## src/design/load_cache_settings.svh

```systemverilog
// ----------------------------------------
// Sizing macros for the load-side data cache controller
// Include this header wherever a width is needed
// The shared types built on these live in load_cache_pkg
// ----------------------------------------

`ifndef LOAD_CACHE_SETTINGS_SVH
`define LOAD_CACHE_SETTINGS_SVH

// Width of one data word moved between memory, cache and load unit
`define LC_WORD_W 32

// Number of words in a cache line, memory returns them one per transfer
`define LC_BLOCK_WORDS 4

// Associativity of the data cache
`define LC_WAYS 4

// Tag bits kept per line
`define LC_TAG_W 20

// Bits that select the set inside a way
`define LC_INDEX_W 8

`endif

```

## src/design/load_cache_pkg.sv

```systemverilog
// ----------------------------------------
// Shared types for the load cache controller
// Import with a wildcard in the module header
// ----------------------------------------

`include "load_cache_settings.svh"

package load_cache_pkg;

    // One data word
    typedef logic [`LC_WORD_W-1:0] word_t;

    // Position of a word inside a cache line
    typedef logic [$clog2(`LC_BLOCK_WORDS)-1:0] word_sel_t;

    // Load address as issued by the load unit
    // The byte offset is not used for word accesses
    typedef struct packed {
        logic [`LC_TAG_W-1:0]   tag;
        logic [`LC_INDEX_W-1:0] index;
        word_sel_t              word_sel;
        logic [1:0]             byte_off;
    } full_address_t;

    // Address presented to the cache arrays, byte offset dropped
    typedef struct packed {
        logic [`LC_TAG_W-1:0]   tag;
        logic [`LC_INDEX_W-1:0] index;
        word_sel_t              word_sel;
    } cache_address_t;

    // One-hot way vector
    typedef logic [`LC_WAYS-1:0] ways_t;

endpackage

```

## src/design/load_cache_ctrl.sv

```systemverilog
// ----------------------------------------
// Load-side data cache controller, top level
// Connects forwarding, the refill buffer, the way
// select and the controller FSM
// ----------------------------------------

`timescale 1ns/1ps

`include "load_cache_settings.svh"

module load_cache_ctrl import load_cache_pkg::*; (
    input  logic                       clk_i,
    input  logic                       rst_n_i,

    // Load unit
    input  logic                       ldu_read_cache_i,
    input  full_address_t              ldu_address_i,
    output word_t                      ldu_data_o,
    output logic                       data_valid_o,
    output logic                       idle_o,

    // Store unit
    input  full_address_t              stu_address_i,
    input  word_t                      stu_data_i,
    input  logic                       stu_idle_i,

    // Store buffer
    input  logic                       str_buf_address_match_i,
    input  word_t                      str_buf_data_i,

    // Cache arrays
    output logic                       cache_read_o,
    output logic                       cache_write_o,
    output logic                       cache_tag_write_o,
    output cache_address_t             cache_addr_o,
    output word_t                      cache_wdata_o,
    input  word_t                      cache_data_i,
    input  logic                       port1_hit_i,
    output logic                       port0_request_o,
    input  logic                       port0_granted_i,
    output ways_t                      random_way_o,

    // External memory
    output logic                       cpu_load_req_o,
    input  word_t                      ext_data_i,
    input  logic                       ext_data_valid_i,
    input  logic [`LC_BLOCK_WORDS-1:0] word_number_i
);

    logic      fwd_hit;
    word_t     fwd_data;
    logic      word_avail;
    word_t     next_word;
    word_sel_t next_sel;
    logic      line_done;
    logic      pop;
    logic      clear;
    logic      hold_way;

    store_forward u_store_forward (
        .ldu_address_i           (ldu_address_i),
        .stu_address_i           (stu_address_i),
        .stu_data_i              (stu_data_i),
        .stu_idle_i              (stu_idle_i),
        .str_buf_address_match_i (str_buf_address_match_i),
        .str_buf_data_i          (str_buf_data_i),
        .fwd_hit_o               (fwd_hit),
        .fwd_data_o              (fwd_data)
    );

    refill_buffer u_refill_buffer (
        .clk_i            (clk_i),
        .rst_n_i          (rst_n_i),
        .ext_data_i       (ext_data_i),
        .ext_data_valid_i (ext_data_valid_i),
        .word_number_i    (word_number_i),
        .pop_i            (pop),
        .clear_i          (clear),
        .word_avail_o     (word_avail),
        .next_word_o      (next_word),
        .next_sel_o       (next_sel),
        .line_done_o      (line_done)
    );

    way_lfsr u_way_lfsr (
        .clk_i        (clk_i),
        .rst_n_i      (rst_n_i),
        .hold_i       (hold_way),
        .random_way_o (random_way_o)
    );

    load_fsm u_load_fsm (
        .clk_i             (clk_i),
        .rst_n_i           (rst_n_i),
        .ldu_read_cache_i  (ldu_read_cache_i),
        .ldu_address_i     (ldu_address_i),
        .fwd_hit_i         (fwd_hit),
        .fwd_data_i        (fwd_data),
        .port1_hit_i       (port1_hit_i),
        .cache_data_i      (cache_data_i),
        .word_avail_i      (word_avail),
        .next_word_i       (next_word),
        .next_sel_i        (next_sel),
        .line_done_i       (line_done),
        .port0_granted_i   (port0_granted_i),
        .pop_o             (pop),
        .clear_o           (clear),
        .hold_way_o        (hold_way),
        .cache_read_o      (cache_read_o),
        .cache_write_o     (cache_write_o),
        .cache_tag_write_o (cache_tag_write_o),
        .cache_addr_o      (cache_addr_o),
        .cache_wdata_o     (cache_wdata_o),
        .cpu_load_req_o    (cpu_load_req_o),
        .port0_request_o   (port0_request_o),
        .ldu_data_o        (ldu_data_o),
        .data_valid_o      (data_valid_o),
        .idle_o            (idle_o)
    );

endmodule

```

## src/design/load_fsm.sv

```systemverilog
// ----------------------------------------
// Load controller state machine
// Sequences forwarding, cache lookup, the miss request and
// the refill of the line into the cache
// Requests are taken whenever idle_o is high
// ----------------------------------------

`timescale 1ns/1ps

module load_fsm import load_cache_pkg::*; (
    input  logic           clk_i,
    input  logic           rst_n_i,

    // Load unit request
    input  logic           ldu_read_cache_i,
    input  full_address_t  ldu_address_i,

    // Forwarding result
    input  logic           fwd_hit_i,
    input  word_t          fwd_data_i,

    // Cache read port response
    input  logic           port1_hit_i,
    input  word_t          cache_data_i,

    // Refill buffer status
    input  logic           word_avail_i,
    input  word_t          next_word_i,
    input  word_sel_t      next_sel_i,
    input  logic           line_done_i,

    // Cache write port arbitration
    input  logic           port0_granted_i,

    // Refill buffer and way select control
    output logic           pop_o,
    output logic           clear_o,
    output logic           hold_way_o,

    // Cache control
    output logic           cache_read_o,
    output logic           cache_write_o,
    output logic           cache_tag_write_o,
    output cache_address_t cache_addr_o,
    output word_t          cache_wdata_o,

    // Memory and port requests
    output logic           cpu_load_req_o,
    output logic           port0_request_o,

    // Load unit response
    output word_t          ldu_data_o,
    output logic           data_valid_o,
    output logic           idle_o
);

    typedef enum logic [2:0] {
        IDLE,
        WAIT_CACHE,
        COMPARE_TAG,
        DATA_STABLE,
        MEMORY_REQUEST,
        ALLOCATE
    } state_t;

    state_t state_q, state_d;
    word_t  result_q, result_d;
    logic   accept;

    // ----------------------------------------
    // State and result registers
    // ----------------------------------------

    always_ff @(posedge clk_i) begin
        if (!rst_n_i) begin
            state_q <= IDLE;
        end else begin
            state_q <= state_d;
        end
    end

    // Holds the forwarded or hit word for DATA_STABLE
    always_ff @(posedge clk_i) begin
        result_q <= result_d;
    end

    // ----------------------------------------
    // Next state and outputs
    // ----------------------------------------

    always_comb begin
        state_d           = state_q;
        result_d          = result_q;
        accept            = 1'b0;
        pop_o             = 1'b0;
        clear_o           = 1'b0;
        hold_way_o        = 1'b0;
        cache_read_o      = 1'b0;
        cache_write_o     = 1'b0;
        cache_tag_write_o = 1'b0;
        cpu_load_req_o    = 1'b0;
        port0_request_o   = 1'b0;
        data_valid_o      = 1'b0;

        // By default the cache sees the word the load asks for
        cache_addr_o.tag      = ldu_address_i.tag;
        cache_addr_o.index    = ldu_address_i.index;
        cache_addr_o.word_sel = ldu_address_i.word_sel;

        case (state_q)
            IDLE: begin
                accept = 1'b1;
            end

            // Tag and data come back two cycles after the read
            WAIT_CACHE: begin
                state_d = COMPARE_TAG;
            end

            COMPARE_TAG: begin
                if (port1_hit_i) begin
                    result_d = cache_data_i;
                    state_d  = DATA_STABLE;
                end else begin
                    state_d = MEMORY_REQUEST;
                end
            end

            DATA_STABLE: begin
                data_valid_o = 1'b1;
                state_d      = IDLE;
            end

            // One-cycle request for the whole line, victim way now frozen
            MEMORY_REQUEST: begin
                cpu_load_req_o = 1'b1;
                hold_way_o     = 1'b1;
                state_d        = ALLOCATE;
            end

            ALLOCATE: begin
                hold_way_o = 1'b1;

                if (line_done_i) begin
                    // Whole line written, release the buffer and take new loads
                    clear_o = 1'b1;
                    accept  = 1'b1;
                    state_d = IDLE;
                end else begin
                    port0_request_o       = 1'b1;
                    cache_addr_o.word_sel = next_sel_i;

                    // Write one buffered word per granted cycle
                    if (port0_granted_i && word_avail_i) begin
                        pop_o         = 1'b1;
                        cache_write_o = 1'b1;

                        // Word 0 also sets the tag, valid and clean
                        cache_tag_write_o = next_sel_i == '0;

                        // The requested word is usable as soon as it lands
                        data_valid_o = next_sel_i == ldu_address_i.word_sel;
                    end
                end
            end

            default: begin
                state_d = IDLE;
            end
        endcase

        // Request acceptance, shared by IDLE and the end of a refill
        idle_o = accept;
        if (accept && ldu_read_cache_i) begin
            if (fwd_hit_i) begin
                // Forwarded word skips the cache entirely
                result_d = fwd_data_i;
                state_d  = DATA_STABLE;
            end else begin
                cache_read_o = 1'b1;
                state_d      = WAIT_CACHE;
            end
        end
    end

    // Refill data goes straight from the buffer to the cache
    assign cache_wdata_o = next_word_i;

    // During a refill the load sees the word being written
    assign ldu_data_o = (state_q == ALLOCATE) ? next_word_i : result_q;

endmodule

```

## src/design/refill_buffer.sv

```systemverilog
// ----------------------------------------
// Line buffer for a cache refill
// Memory delivers the line one word at a time, each word is
// parked in its slot and handed out in order on pop_i
// A word can be popped the cycle after it arrives
// ----------------------------------------

`timescale 1ns/1ps

`include "load_cache_settings.svh"

module refill_buffer import load_cache_pkg::*; (
    input  logic                       clk_i,
    input  logic                       rst_n_i,

    // Memory side, word_number_i is one-hot
    input  word_t                      ext_data_i,
    input  logic                       ext_data_valid_i,
    input  logic [`LC_BLOCK_WORDS-1:0] word_number_i,

    // Controller side
    input  logic                       pop_i,
    input  logic                       clear_i,
    output logic                       word_avail_o,
    output word_t                      next_word_o,
    output word_sel_t                  next_sel_o,
    output logic                       line_done_o
);

    // One extra bit so a full line can be counted
    localparam int CNT_W = $clog2(`LC_BLOCK_WORDS) + 1;

    word_t            line_q [`LC_BLOCK_WORDS];
    logic [CNT_W-1:0] wr_cnt_q;
    logic [CNT_W-1:0] rd_cnt_q;

    // ----------------------------------------
    // Word storage
    // ----------------------------------------

    // Each slot loads when its position bit is set
    always_ff @(posedge clk_i) begin
        for (int i = 0; i < `LC_BLOCK_WORDS; i++) begin
            if (ext_data_valid_i && word_number_i[i]) begin
                line_q[i] <= ext_data_i;
            end
        end
    end

    // ----------------------------------------
    // Arrival and allocation counters
    // ----------------------------------------

    always_ff @(posedge clk_i) begin
        if (!rst_n_i || clear_i) begin
            wr_cnt_q <= '0;
            rd_cnt_q <= '0;
        end else begin
            if (ext_data_valid_i) begin
                wr_cnt_q <= wr_cnt_q + 1'b1;
            end
            if (pop_i) begin
                rd_cnt_q <= rd_cnt_q + 1'b1;
            end
        end
    end

    // Words come in order, so the read count is also the next slot
    assign next_sel_o   = rd_cnt_q[CNT_W-2:0];
    assign next_word_o  = line_q[next_sel_o];
    assign word_avail_o = wr_cnt_q > rd_cnt_q;
    assign line_done_o  = rd_cnt_q == CNT_W'(`LC_BLOCK_WORDS);

endmodule

```

## src/design/store_forward.sv

```systemverilog
// ----------------------------------------
// Store-to-load forwarding check
// Compares the load address with the store unit and
// the store buffer and picks the word to forward
// Purely combinational
// ----------------------------------------

`timescale 1ns/1ps

module store_forward import load_cache_pkg::*; (
    // Address of the pending load
    input  full_address_t ldu_address_i,

    // Store currently executing in the store unit
    input  full_address_t stu_address_i,
    input  word_t         stu_data_i,
    input  logic          stu_idle_i,

    // Store buffer lookup result
    input  logic          str_buf_address_match_i,
    input  word_t         str_buf_data_i,

    // Forwarding result
    output logic          fwd_hit_o,
    output word_t         fwd_data_o
);

    logic stu_match;

    // The store unit only holds a valid address while it is busy
    assign stu_match = !stu_idle_i && (stu_address_i == ldu_address_i);

    assign fwd_hit_o = stu_match | str_buf_address_match_i;

    // The store unit holds the youngest store, so it wins over the buffer
    assign fwd_data_o = stu_match ? stu_data_i : str_buf_data_i;

endmodule

```

## src/design/way_lfsr.sv

```systemverilog
// ----------------------------------------
// Pseudo-random way select for replacement
// A 3-bit LFSR runs freely and is frozen by hold_i
// while a refill uses the chosen way
// ----------------------------------------

`timescale 1ns/1ps

`include "load_cache_settings.svh"

module way_lfsr import load_cache_pkg::*; (
    input  logic  clk_i,
    input  logic  rst_n_i,
    input  logic  hold_i,
    output ways_t random_way_o
);

    localparam int SEL_W = $clog2(`LC_WAYS);

    logic [2:0] lfsr_q;
    logic       feedback;

    // XNOR feedback keeps the all-ones lockup state out of the loop
    assign feedback = !(lfsr_q[2] ^ lfsr_q[1]);

    always_ff @(posedge clk_i) begin
        if (!rst_n_i) begin
            lfsr_q <= 3'b010;
        end else if (!hold_i) begin
            lfsr_q <= {lfsr_q[1:0], feedback};
        end
    end

    // Turn the low bits into a one-hot way vector
    always_comb begin
        for (int i = 0; i < `LC_WAYS; i++) begin
            random_way_o[i] = lfsr_q[SEL_W-1:0] == SEL_W'(i);
        end
    end

endmodule

```

## config.mk

```make
export PLATFORM = sky130hd
export DESIGN_NAME = load_cache_ctrl
export DESIGN_NICKNAME = d
export VERILOG_FILES = /design/src/design/load_cache_pkg.sv /design/src/design/load_cache_ctrl.sv /design/src/design/load_fsm.sv /design/src/design/refill_buffer.sv /design/src/design/store_forward.sv /design/src/design/way_lfsr.sv
export VERILOG_INCLUDE_DIRS = /design/src /design/src/design
export SDC_FILE = /design/constraint.sdc
export NUM_CORES = 1
export LEC_CHECK = 0
export BUFFER_PORTS_ARGS = -buffer_cell sky130_fd_sc_hd__buf_2
export CAP_MARGIN = 20
export CELL_PAD_IN_SITES_DETAIL_PLACEMENT = 1
export CELL_PAD_IN_SITES_GLOBAL_PLACEMENT = 1
export CORE_ASPECT_RATIO = 1.2
export CORE_MARGIN = 2
export CORE_UTILIZATION = 35
export CTS_CLUSTER_SIZE = 20
export DETAILED_ROUTE_END_ITERATION = 8
export GPL_ROUTABILITY_DRIVEN = 0
export PLACE_DENSITY = 0.7
export SLEW_MARGIN = 20
export SYNTH_ARGS = -nofsm -noshare
export SYNTH_HDL_FRONTEND = slang
export SYNTH_SLANG_ARGS = --single-unit
```

## constraint.sdc

```tcl
create_clock -name clk_i -period 2.6 [get_ports clk_i]
set_input_delay 0.52 -clock clk_i [delete_from_list [all_inputs] [get_ports clk_i]]
set_output_delay 0.52 -clock clk_i [all_outputs]
set_load 0.03 [all_outputs]
```

==> impl_metrics.csv, run 1 <==
group,metric,value,unit
status,outcome,"finished clean",
sta,tightestPinTransition,547.6,ps
detailed_routing,dr_total_vias,5691,
detailed_routing,drtIter0Drc,281,
setup_path,biggest_cell_delay_along_the_critical_path,590,ps
sta,timing_hold_violations_final,0,
synth,syn_area,0.008190,mm2
synth,yosys.cell_count.top_type,"sky130_fd_sc_hd__edfxtp_1",
synth,synth-async-reset-ratio,0,
synth,yosysWarnings,0,
synth,ys_top_cells_by_count,"128 x sky130_fd_sc_hd__edfxtp_1, 65 x sky130_fd_sc_hd__mux2i_1, 46 x sky130_fd_sc_hd__dfxtp_1, 35 x sky130_fd_sc_hd__nand2b_1, 34 x sky130_fd_sc_hd__mux2_2",
final_layout,n_fill_cell,2475,
sta,clock_skew,17.54,ps
setup_path,library_cell_contributing_the_largest_single_delay_on_the_critical_path,"sky130_fd_sc_hd__mux4_2",
global_route,initial_antenna_violation_count,0,
die,floorplan.core_area,0.02305,mm2
setup_path,reg2reg_slack,640,ps
die,i_o_pin_cnt,309,
die,initial_utilization,0.3553,
global_route,gr-usage-all-layers,0.1929,
detailed_routing,routed_wl,23710,um
cts,cts.sinks,174,
sta,final_critical_path_time_including_i_o_delays_and_setup,2573,ps
place,port_buffers,308,
synth,postSynthNetCount,760,
setup_path,timing.rr.end,"u_load_fsm.result_q[1]$_DFF_P_",
setup_path,timing.critical_path.arrival,2050,ps
final_layout,syn2layout_area_growth,32.22,%
die,fp-row-count,61,
place,dp.final_hpwl,17780,um
detailed_routing,avgRoutedWirePerCell,20.18,um
setup_path,worstPathBufferInverterCount,2,
sta,max_freq,0.3886,GHz
cts,clk_latency,430,ps
min_path,startpoint_of_the_most_critical_hold_path,"ext_data_i[17]",
place,pre_cts_slack,-116.5,ps
power_and_ir_drop,power_leakage,4.261,nW
cts,cts_max_level,4,
die,die_h,171.6,um
synth,synth_edf_count,128,
setup_path,timing.critical_path.from_type,"flop",
min_path,hold_class,"input port to flop",
synth,post-synth-top-area-cell,"sky130_fd_sc_hd__edfxtp_1",
sta,final-max-slew-violation-count,0,
detailed_routing,remaining_drc_errors,0,
setup_path,timing.setup.critical_path_class,"flop to primary output",
setup_path,crit_path_max_fanout,18,
setup_path,worstPathCellList,"buf_12 > mux4_2 > mux2_2 > buf_2",
synth,dominant_cells_by_area_after_synthesis,"sky130_fd_sc_hd__edfxtp_1 47%, sky130_fd_sc_hd__dfxtp_1 11%, sky130_fd_sc_hd__mux4_2 8.8%",
synth,synth_sequential_area_ratio,0.5817,
power_and_ir_drop,maximum_vdd_drop,431.8,uV
sta,fin_setup_tns,0,ps
setup_path,rr_startpoint,"u_refill_buffer.rd_cnt_q[1]$_SDFFE_PP0P_",
synth,ys_dominant_reg_cell,"sky130_fd_sc_hd__edfxtp_1",
cts,cts_inserted_buffers,17,
sta,finalSetupViolations,0,
run,max_cap_violations,0,
place,detailed_place.area,0.01012,mm2
cts,post_cts_hold_buffer_count,0,
min_path,hold-path-cell-count,1,
detailed_routing,postRouteAntennaNets,0,
cts,clock-root-buffer,"sky130_fd_sc_hd__clkbuf_16",
detailed_routing,vias_per_cell,4.843,
die,die-width,143.6,um
sta,setup_slack,26.81,ps
global_route,via_count_of_the_first_global_routing_pass,6064,
setup_path,worst-endpoint-required,2080,ps
sta,fin_hold_ws,300.2,ps
die,total_die_area,0.02465,mm2
global_route,grt_remaining_overflow,0,
min_path,timing.hold.worst_endpoint,"u_refill_buffer.line_q[1][17]$_DFFE_PP_",
synth,postSynthCellCount,550,
final_layout,final_stage_net_count,1057,
final_layout,layout.cell_area.non_filler,0.01083,mm2
setup_path,reg2reg_depth,9,
synth,avgSynthCellArea,14.89,um2
sta,grt_setup_unrepaired,"true",
global_route,maximum_number_of_pins_on_one_net_before_global_route_repair,35,
synth,post_synth_num_cell_types,41,
setup_path,worst_setup_path_end_kind,"primary output",
setup_path,timing.critical_path.max_delay_family,"multiplexers",
synth,synthDominantCellAreaShare,0.4693,
detailed_routing,drtPass1Iterations,4,
cts,cts_tree,"done",
cts,clk_pin_slew_worst_paths,70,ps
sta,part_of_the_cycle_the_worst_path_needs,0.9897,
sta,max_slew_margin,0.6325,
power_and_ir_drop,cellPowerDensity,751.1,mW/mm2
cts,clock_tree.buffer_depth,2,
global_route,grt_pass1_wl,34870,um
final_layout,antenna-diode-count,0,
synth,synth-seq-cells,174,
final_layout,post_route_cells_drive_above_1_share,0.5349,
## per-stage QoR
stage	utilization	power, mW	cells
floorplan	-	4.972	550
global placement	0.4390	5.647	1142
detailed placement	0.4390	5.699	1142
CTS	0.4680	8.207	1175
global route	0.4698	8.521	1175
finish	0.4698	8.134	1175
## power breakdown
part	internal [mW]	total, mW	switching, mW
Clock	1.27	2.44	1.17
Combinational	0.877	2.14	1.26
Sequential	3.37	3.55	0.178
Total	5.52	8.13	2.61
## worst max path at each step
stage / start / endpoint / slack [ps] / cells after the start
after global routing: u_refill_buffer.rd_cnt_q[1]$_SDFFE_PP0P_ / data_valid_o / -70 / 8
final: flop / ldu_data_o[0] / 30 / 4
after CTS: flop / ldu_data_o[0] / -20 / 4
after detailed placement: ldu_address_i[6] / cache_read_o / -120 / 8
after floorplan: u_refill_buffer.rd_cnt_q[1]$_SDFFE_PP0P_ / cache_read_o / -10 / 7
after global placement: ldu_address_i[6] / cache_read_o / -150 / 8
## worst register-to-register path, delay by kind of cell (launching register included)
kind / cells / cell delay (ps)
AOI/OAI and AO/OA: 3 / 520
buffers and inverters: 3 / 510
and+or+nand+nor: 2 / 350
adders and majority gates: 1 / 170
DFF: 1 / 330
## cell usage in the layout (no fill, tap or decap), types with 3 or more instances in the layout
cell and instances:
sky130_fd_sc_hd__mux2i_1 65, sky130_fd_sc_hd__a21oi_1 3, sky130_fd_sc_hd__clkbuf_16 17, sky130_fd_sc_hd__inv_8 3
sky130_fd_sc_hd__and2_2 4, sky130_fd_sc_hd__nand2_1 9, sky130_fd_sc_hd__o21a_1 4, sky130_fd_sc_hd__buf_6 8
sky130_fd_sc_hd__xor2_1 29, sky130_fd_sc_hd__nand4_1 3, sky130_fd_sc_hd__nor2b_1 5, sky130_fd_sc_hd__inv_1 3
sky130_fd_sc_hd__nor2_1 10, sky130_fd_sc_hd__dfxtp_2 7, sky130_fd_sc_hd__inv_6 4, sky130_fd_sc_hd__nor4_1 3
sky130_fd_sc_hd__buf_12 9, sky130_fd_sc_hd__buf_2 301, sky130_fd_sc_hd__nand3_1 3, sky130_fd_sc_hd__xnor2_1 10
sky130_fd_sc_hd__buf_4 17, sky130_fd_sc_hd__nor4_2 3, sky130_fd_sc_hd__clkinv_8 3, sky130_fd_sc_hd__a22oi_1 32
sky130_fd_sc_hd__edfxtp_1 128, sky130_fd_sc_hd__mux2_2 32, sky130_fd_sc_hd__nand2b_1 35, sky130_fd_sc_hd__dfxtp_1 38
sky130_fd_sc_hd__mux4_2 32, sky130_fd_sc_hd__ha_1 4
## cells by family after synthesis
logic type                 count (synthesis)  share of synthesized area
AOI/OAI and AO/OA                         50                    0.04507
DFF                                      174                     0.5817
and+or+nand+nor                           87                    0.06202
buffers and inverters                     63                    0.04613
xor gates and xnor gates                  39                    0.04170
muxes                                    131                     0.2142
adders and majority gates                  6                   0.009166
## final cells by class
cell class              count  area, um2  share of cell area
flip-flops and latches    174       4777              0.4411
repair buffers            337       1927              0.1779
clock buffers              17      425.4             0.03928
clock inverters            15      150.1             0.01386
inverters                   4      15.01            0.001386
well taps                 315      394.1             0.03640
multi-input cells         313       3141              0.2900
## routing by layer
metal / GRT usage / vias to the layer above / part of all wire
met3: 0.04343 / 12 / 0.056
met1: 0.2176 / 2819 / 0.39
met4: 0.04646 / 0 / 0.0092
met5: 0 / - / 0
li1: - / 2662 / -
met2: 0.3660 / 198 / 0.55
## registers in the layout, indices dropped and copies added (netlist names), named ones only
register and count:
u_refill_buffer.rd_cnt_q 3, u_load_fsm.state_q 3, u_refill_buffer.wr_cnt_q 3, u_refill_buffer.line_q 128, u_way_lfsr.lfsr_q 3, u_load_fsm.result_q 32
## what timing repair did
item / 4_1_cts / 5_1_grt
setup endpoints to repair: 20 / 38
resized for setup: 24 / 12
pin swaps: 3 / 5
cloned: 0 / 0
setup buffers: 1 / 0
Note: power is estimated with default switching activity, not from simulation.
==> run 2: changes to the inputs <==
Settings changed: CORE_ASPECT_RATIO 1.2 to not set.
==> run 2 against run 1 <==
Via count rose by 1.8%. Power grew 4.3%. Wire length up 5.3%. Sequential power barely moved. Sequential cell count unchanged. Combinational power up 14%. Largest power group unchanged. Highest routed layer unchanged.
==> impl_metrics.csv, run 2 (synthesis results as in run 1) <==
group,metric,value,unit
die,die_h,157.0,um
die,die-width,157.0,um
final_layout,finish.utilization,0.4903,
power_and_ir_drop,cellPowerDensity,759.6,mW/mm2
final_layout,mostFrequentLayoutCell,"sky130_fd_sc_hd__buf_2",
setup_path,timing.setup.critical_path_class,"flop to primary output",
cts,clk_latency,430,ps
die,fp-row-count,55,
place,dp.final_hpwl,17800,um
place,port_buffers,308,
detailed_routing,drtPass1Iterations,4,
sta,final_critical_path_time_including_i_o_delays_and_setup,2581,ps
cts,cts_inserted_buffers,17,
global_route,via_count_of_the_first_global_routing_pass,5974,
final_layout,syn2layout_area_growth,36.34,%
status,outcome,"finished clean",
setup_path,timing.critical_path.arrival,2060,ps
cts,cts_max_level,4,
final_layout,largest_register_ff_count,128,
final_layout,n_fill_cell,2405,
cts,cts.sinks,174,
final_layout,final_stage_net_count,1074,
sta,final-max-slew-violation-count,0,
detailed_routing,routed_wl,24970,um
detailed_routing,avgRoutedWirePerCell,20.97,um
final_layout,mostFrequentLayoutCells,"274 x sky130_fd_sc_hd__buf_2, 128 x sky130_fd_sc_hd__edfxtp_1, 65 x sky130_fd_sc_hd__mux2i_1, 39 x sky130_fd_sc_hd__dfxtp_1, 37 x sky130_fd_sc_hd__buf_4",
cts,clock_tree.buffer_depth,2,
cts,cts_tree,"done",
detailed_routing,postRouteAntennaNets,0,
final_layout,post_route_cells_drive_above_1_share,0.5416,
global_route,gr-usage-all-layers,0.1950,
detailed_routing,drtIter0Drc,221,
global_route,grt_remaining_overflow,0,
final_layout,regMostFlops,"u_refill_buffer.line_q",
die,initial_utilization,0.3596,
global_route,initial_antenna_violation_count,1,
cts,clock-root-buffer,"sky130_fd_sc_hd__clkbuf_16",
sta,max_freq,0.3875,GHz
power_and_ir_drop,power_leakage,4.452,nW
sta,finalSetupViolations,0,
sta,part_of_the_cycle_the_worst_path_needs,0.9927,
setup_path,worst-endpoint-required,2080,ps
sta,timing_hold_violations_final,0,
global_route,maximum_number_of_pins_on_one_net_before_global_route_repair,34,
setup_path,timing.critical_path.from_type,"flop",
die,floorplan.core_area,0.02278,mm2
cts,clk_pin_slew_worst_paths,80,ps
detailed_routing,remaining_drc_errors,0,
setup_path,crit_path_max_fanout,8,
final_layout,layout_top_registers,"u_refill_buffer.line_q: 128 flops, u_load_fsm.result_q: 32 flops",
setup_path,worst_setup_path_end_kind,"primary output",
die,total_die_area,0.02464,mm2
power_and_ir_drop,maximum_vdd_drop,395.2,uV
power_and_ir_drop,totalPowerFinal,8.482,mW
sta,tightestPinTransition,605.6,ps
detailed_routing,dr_total_vias,5794,
sta,max_slew_margin,0.5963,
sta,grt_setup_unrepaired,"true",
sta,clock_skew,10.69,ps
die,i_o_pin_cnt,309,
min_path,hold_class,"input port to flop",
global_route,grt_pass1_wl,35170,um
detailed_routing,vias_per_cell,4.865,
run,max_cap_violations,0,
[run 2: final timing paths]
| path | start | cells past startpoint | endpoint | slack, ps |
|---|---|---|---|---|
| worst min register to register | u_way_lfsr.lfsr_q[2]$_SDFFE_PN0N_ | 2 | u_way_lfsr.lfsr_q[2]$_SDFFE_PN0N_ | 480 |
| worst max-delay path | flop | 4 | ldu_data_o[18] | 20 |
| worst min-delay path | ext_data_i[9] | 1 | u_refill_buffer.line_q[3][9]$_DFFE_PP_ | 300 |
| worst max register to register | u_refill_buffer.rd_cnt_q[0]$_SDFFE_PP0P_ | 9 | u_load_fsm.result_q[26]$_DFF_P_ | 620 |
[run 2: per-stage QoR]
step	hold WS, ps	instances	TNS (ps)	worst slack, ps	area [um2]
CTS	289.6	1175	-201.1	-35.39	10920
floorplan	454.3	550	-13.97	-13.97	8205
global placement	465.1	1136	-59.07	-45.55	10090
global route	291.2	1191	-452.2	-38.94	11170
finish	302.7	1191	0	19.06	11170
detailed placement	479.4	1136	-9.782	-9.782	10090
[run 2: metal layers]
metal	up-vias	share of wire	wire length [um]	global-route usage
li1	2692	-	-	-
met1	2894	0.40	9954	0.2363
met2	194	0.53	13330	0.3590
met3	14	0.058	1441	0.04130
met4	0	0.010	249	0.03582
met5	-	0	0	0
[run 2: critical path, cell delays in order, from the launching register on]
cell and delay, ps:
sky130_fd_sc_hd__dfxtp_4 450, sky130_fd_sc_hd__clkbuf_16 230, sky130_fd_sc_hd__mux4_2 530, sky130_fd_sc_hd__mux2_2 290
sky130_fd_sc_hd__buf_6 140
[run 2: power by group]
group | total, mW | switching [mW] | internal (mW)
logic | 2.43 | 1.32 | 1.11
clock network | 2.48 | 1.20 | 1.28
registers | 3.57 | 0.199 | 3.37
total | 8.48 | 2.72 | 5.76
[run 2: final cells by class]
class	instances	area (um2)	share of cell area
clock inverter	14	143.9	0.01289
clock buffer	18	429.2	0.03843
antenna	1	2.502	0.0002241
multi-input combinational	313	3143	0.2815
inverter	4	15.01	0.001345
sequential	174	4778	0.4279
tap	313	391.6	0.03507
timing repair buffer	354	2263	0.2027
[run 2: what timing repair did]
action,CTS,global route
setup endpoints to repair,38,36
pin swaps,3,3
hold buffers,0,0
gates resized for setup,53,48
gates cloned,2,1
setup buffers,5,14
endpoints found under the hold margin,0,0
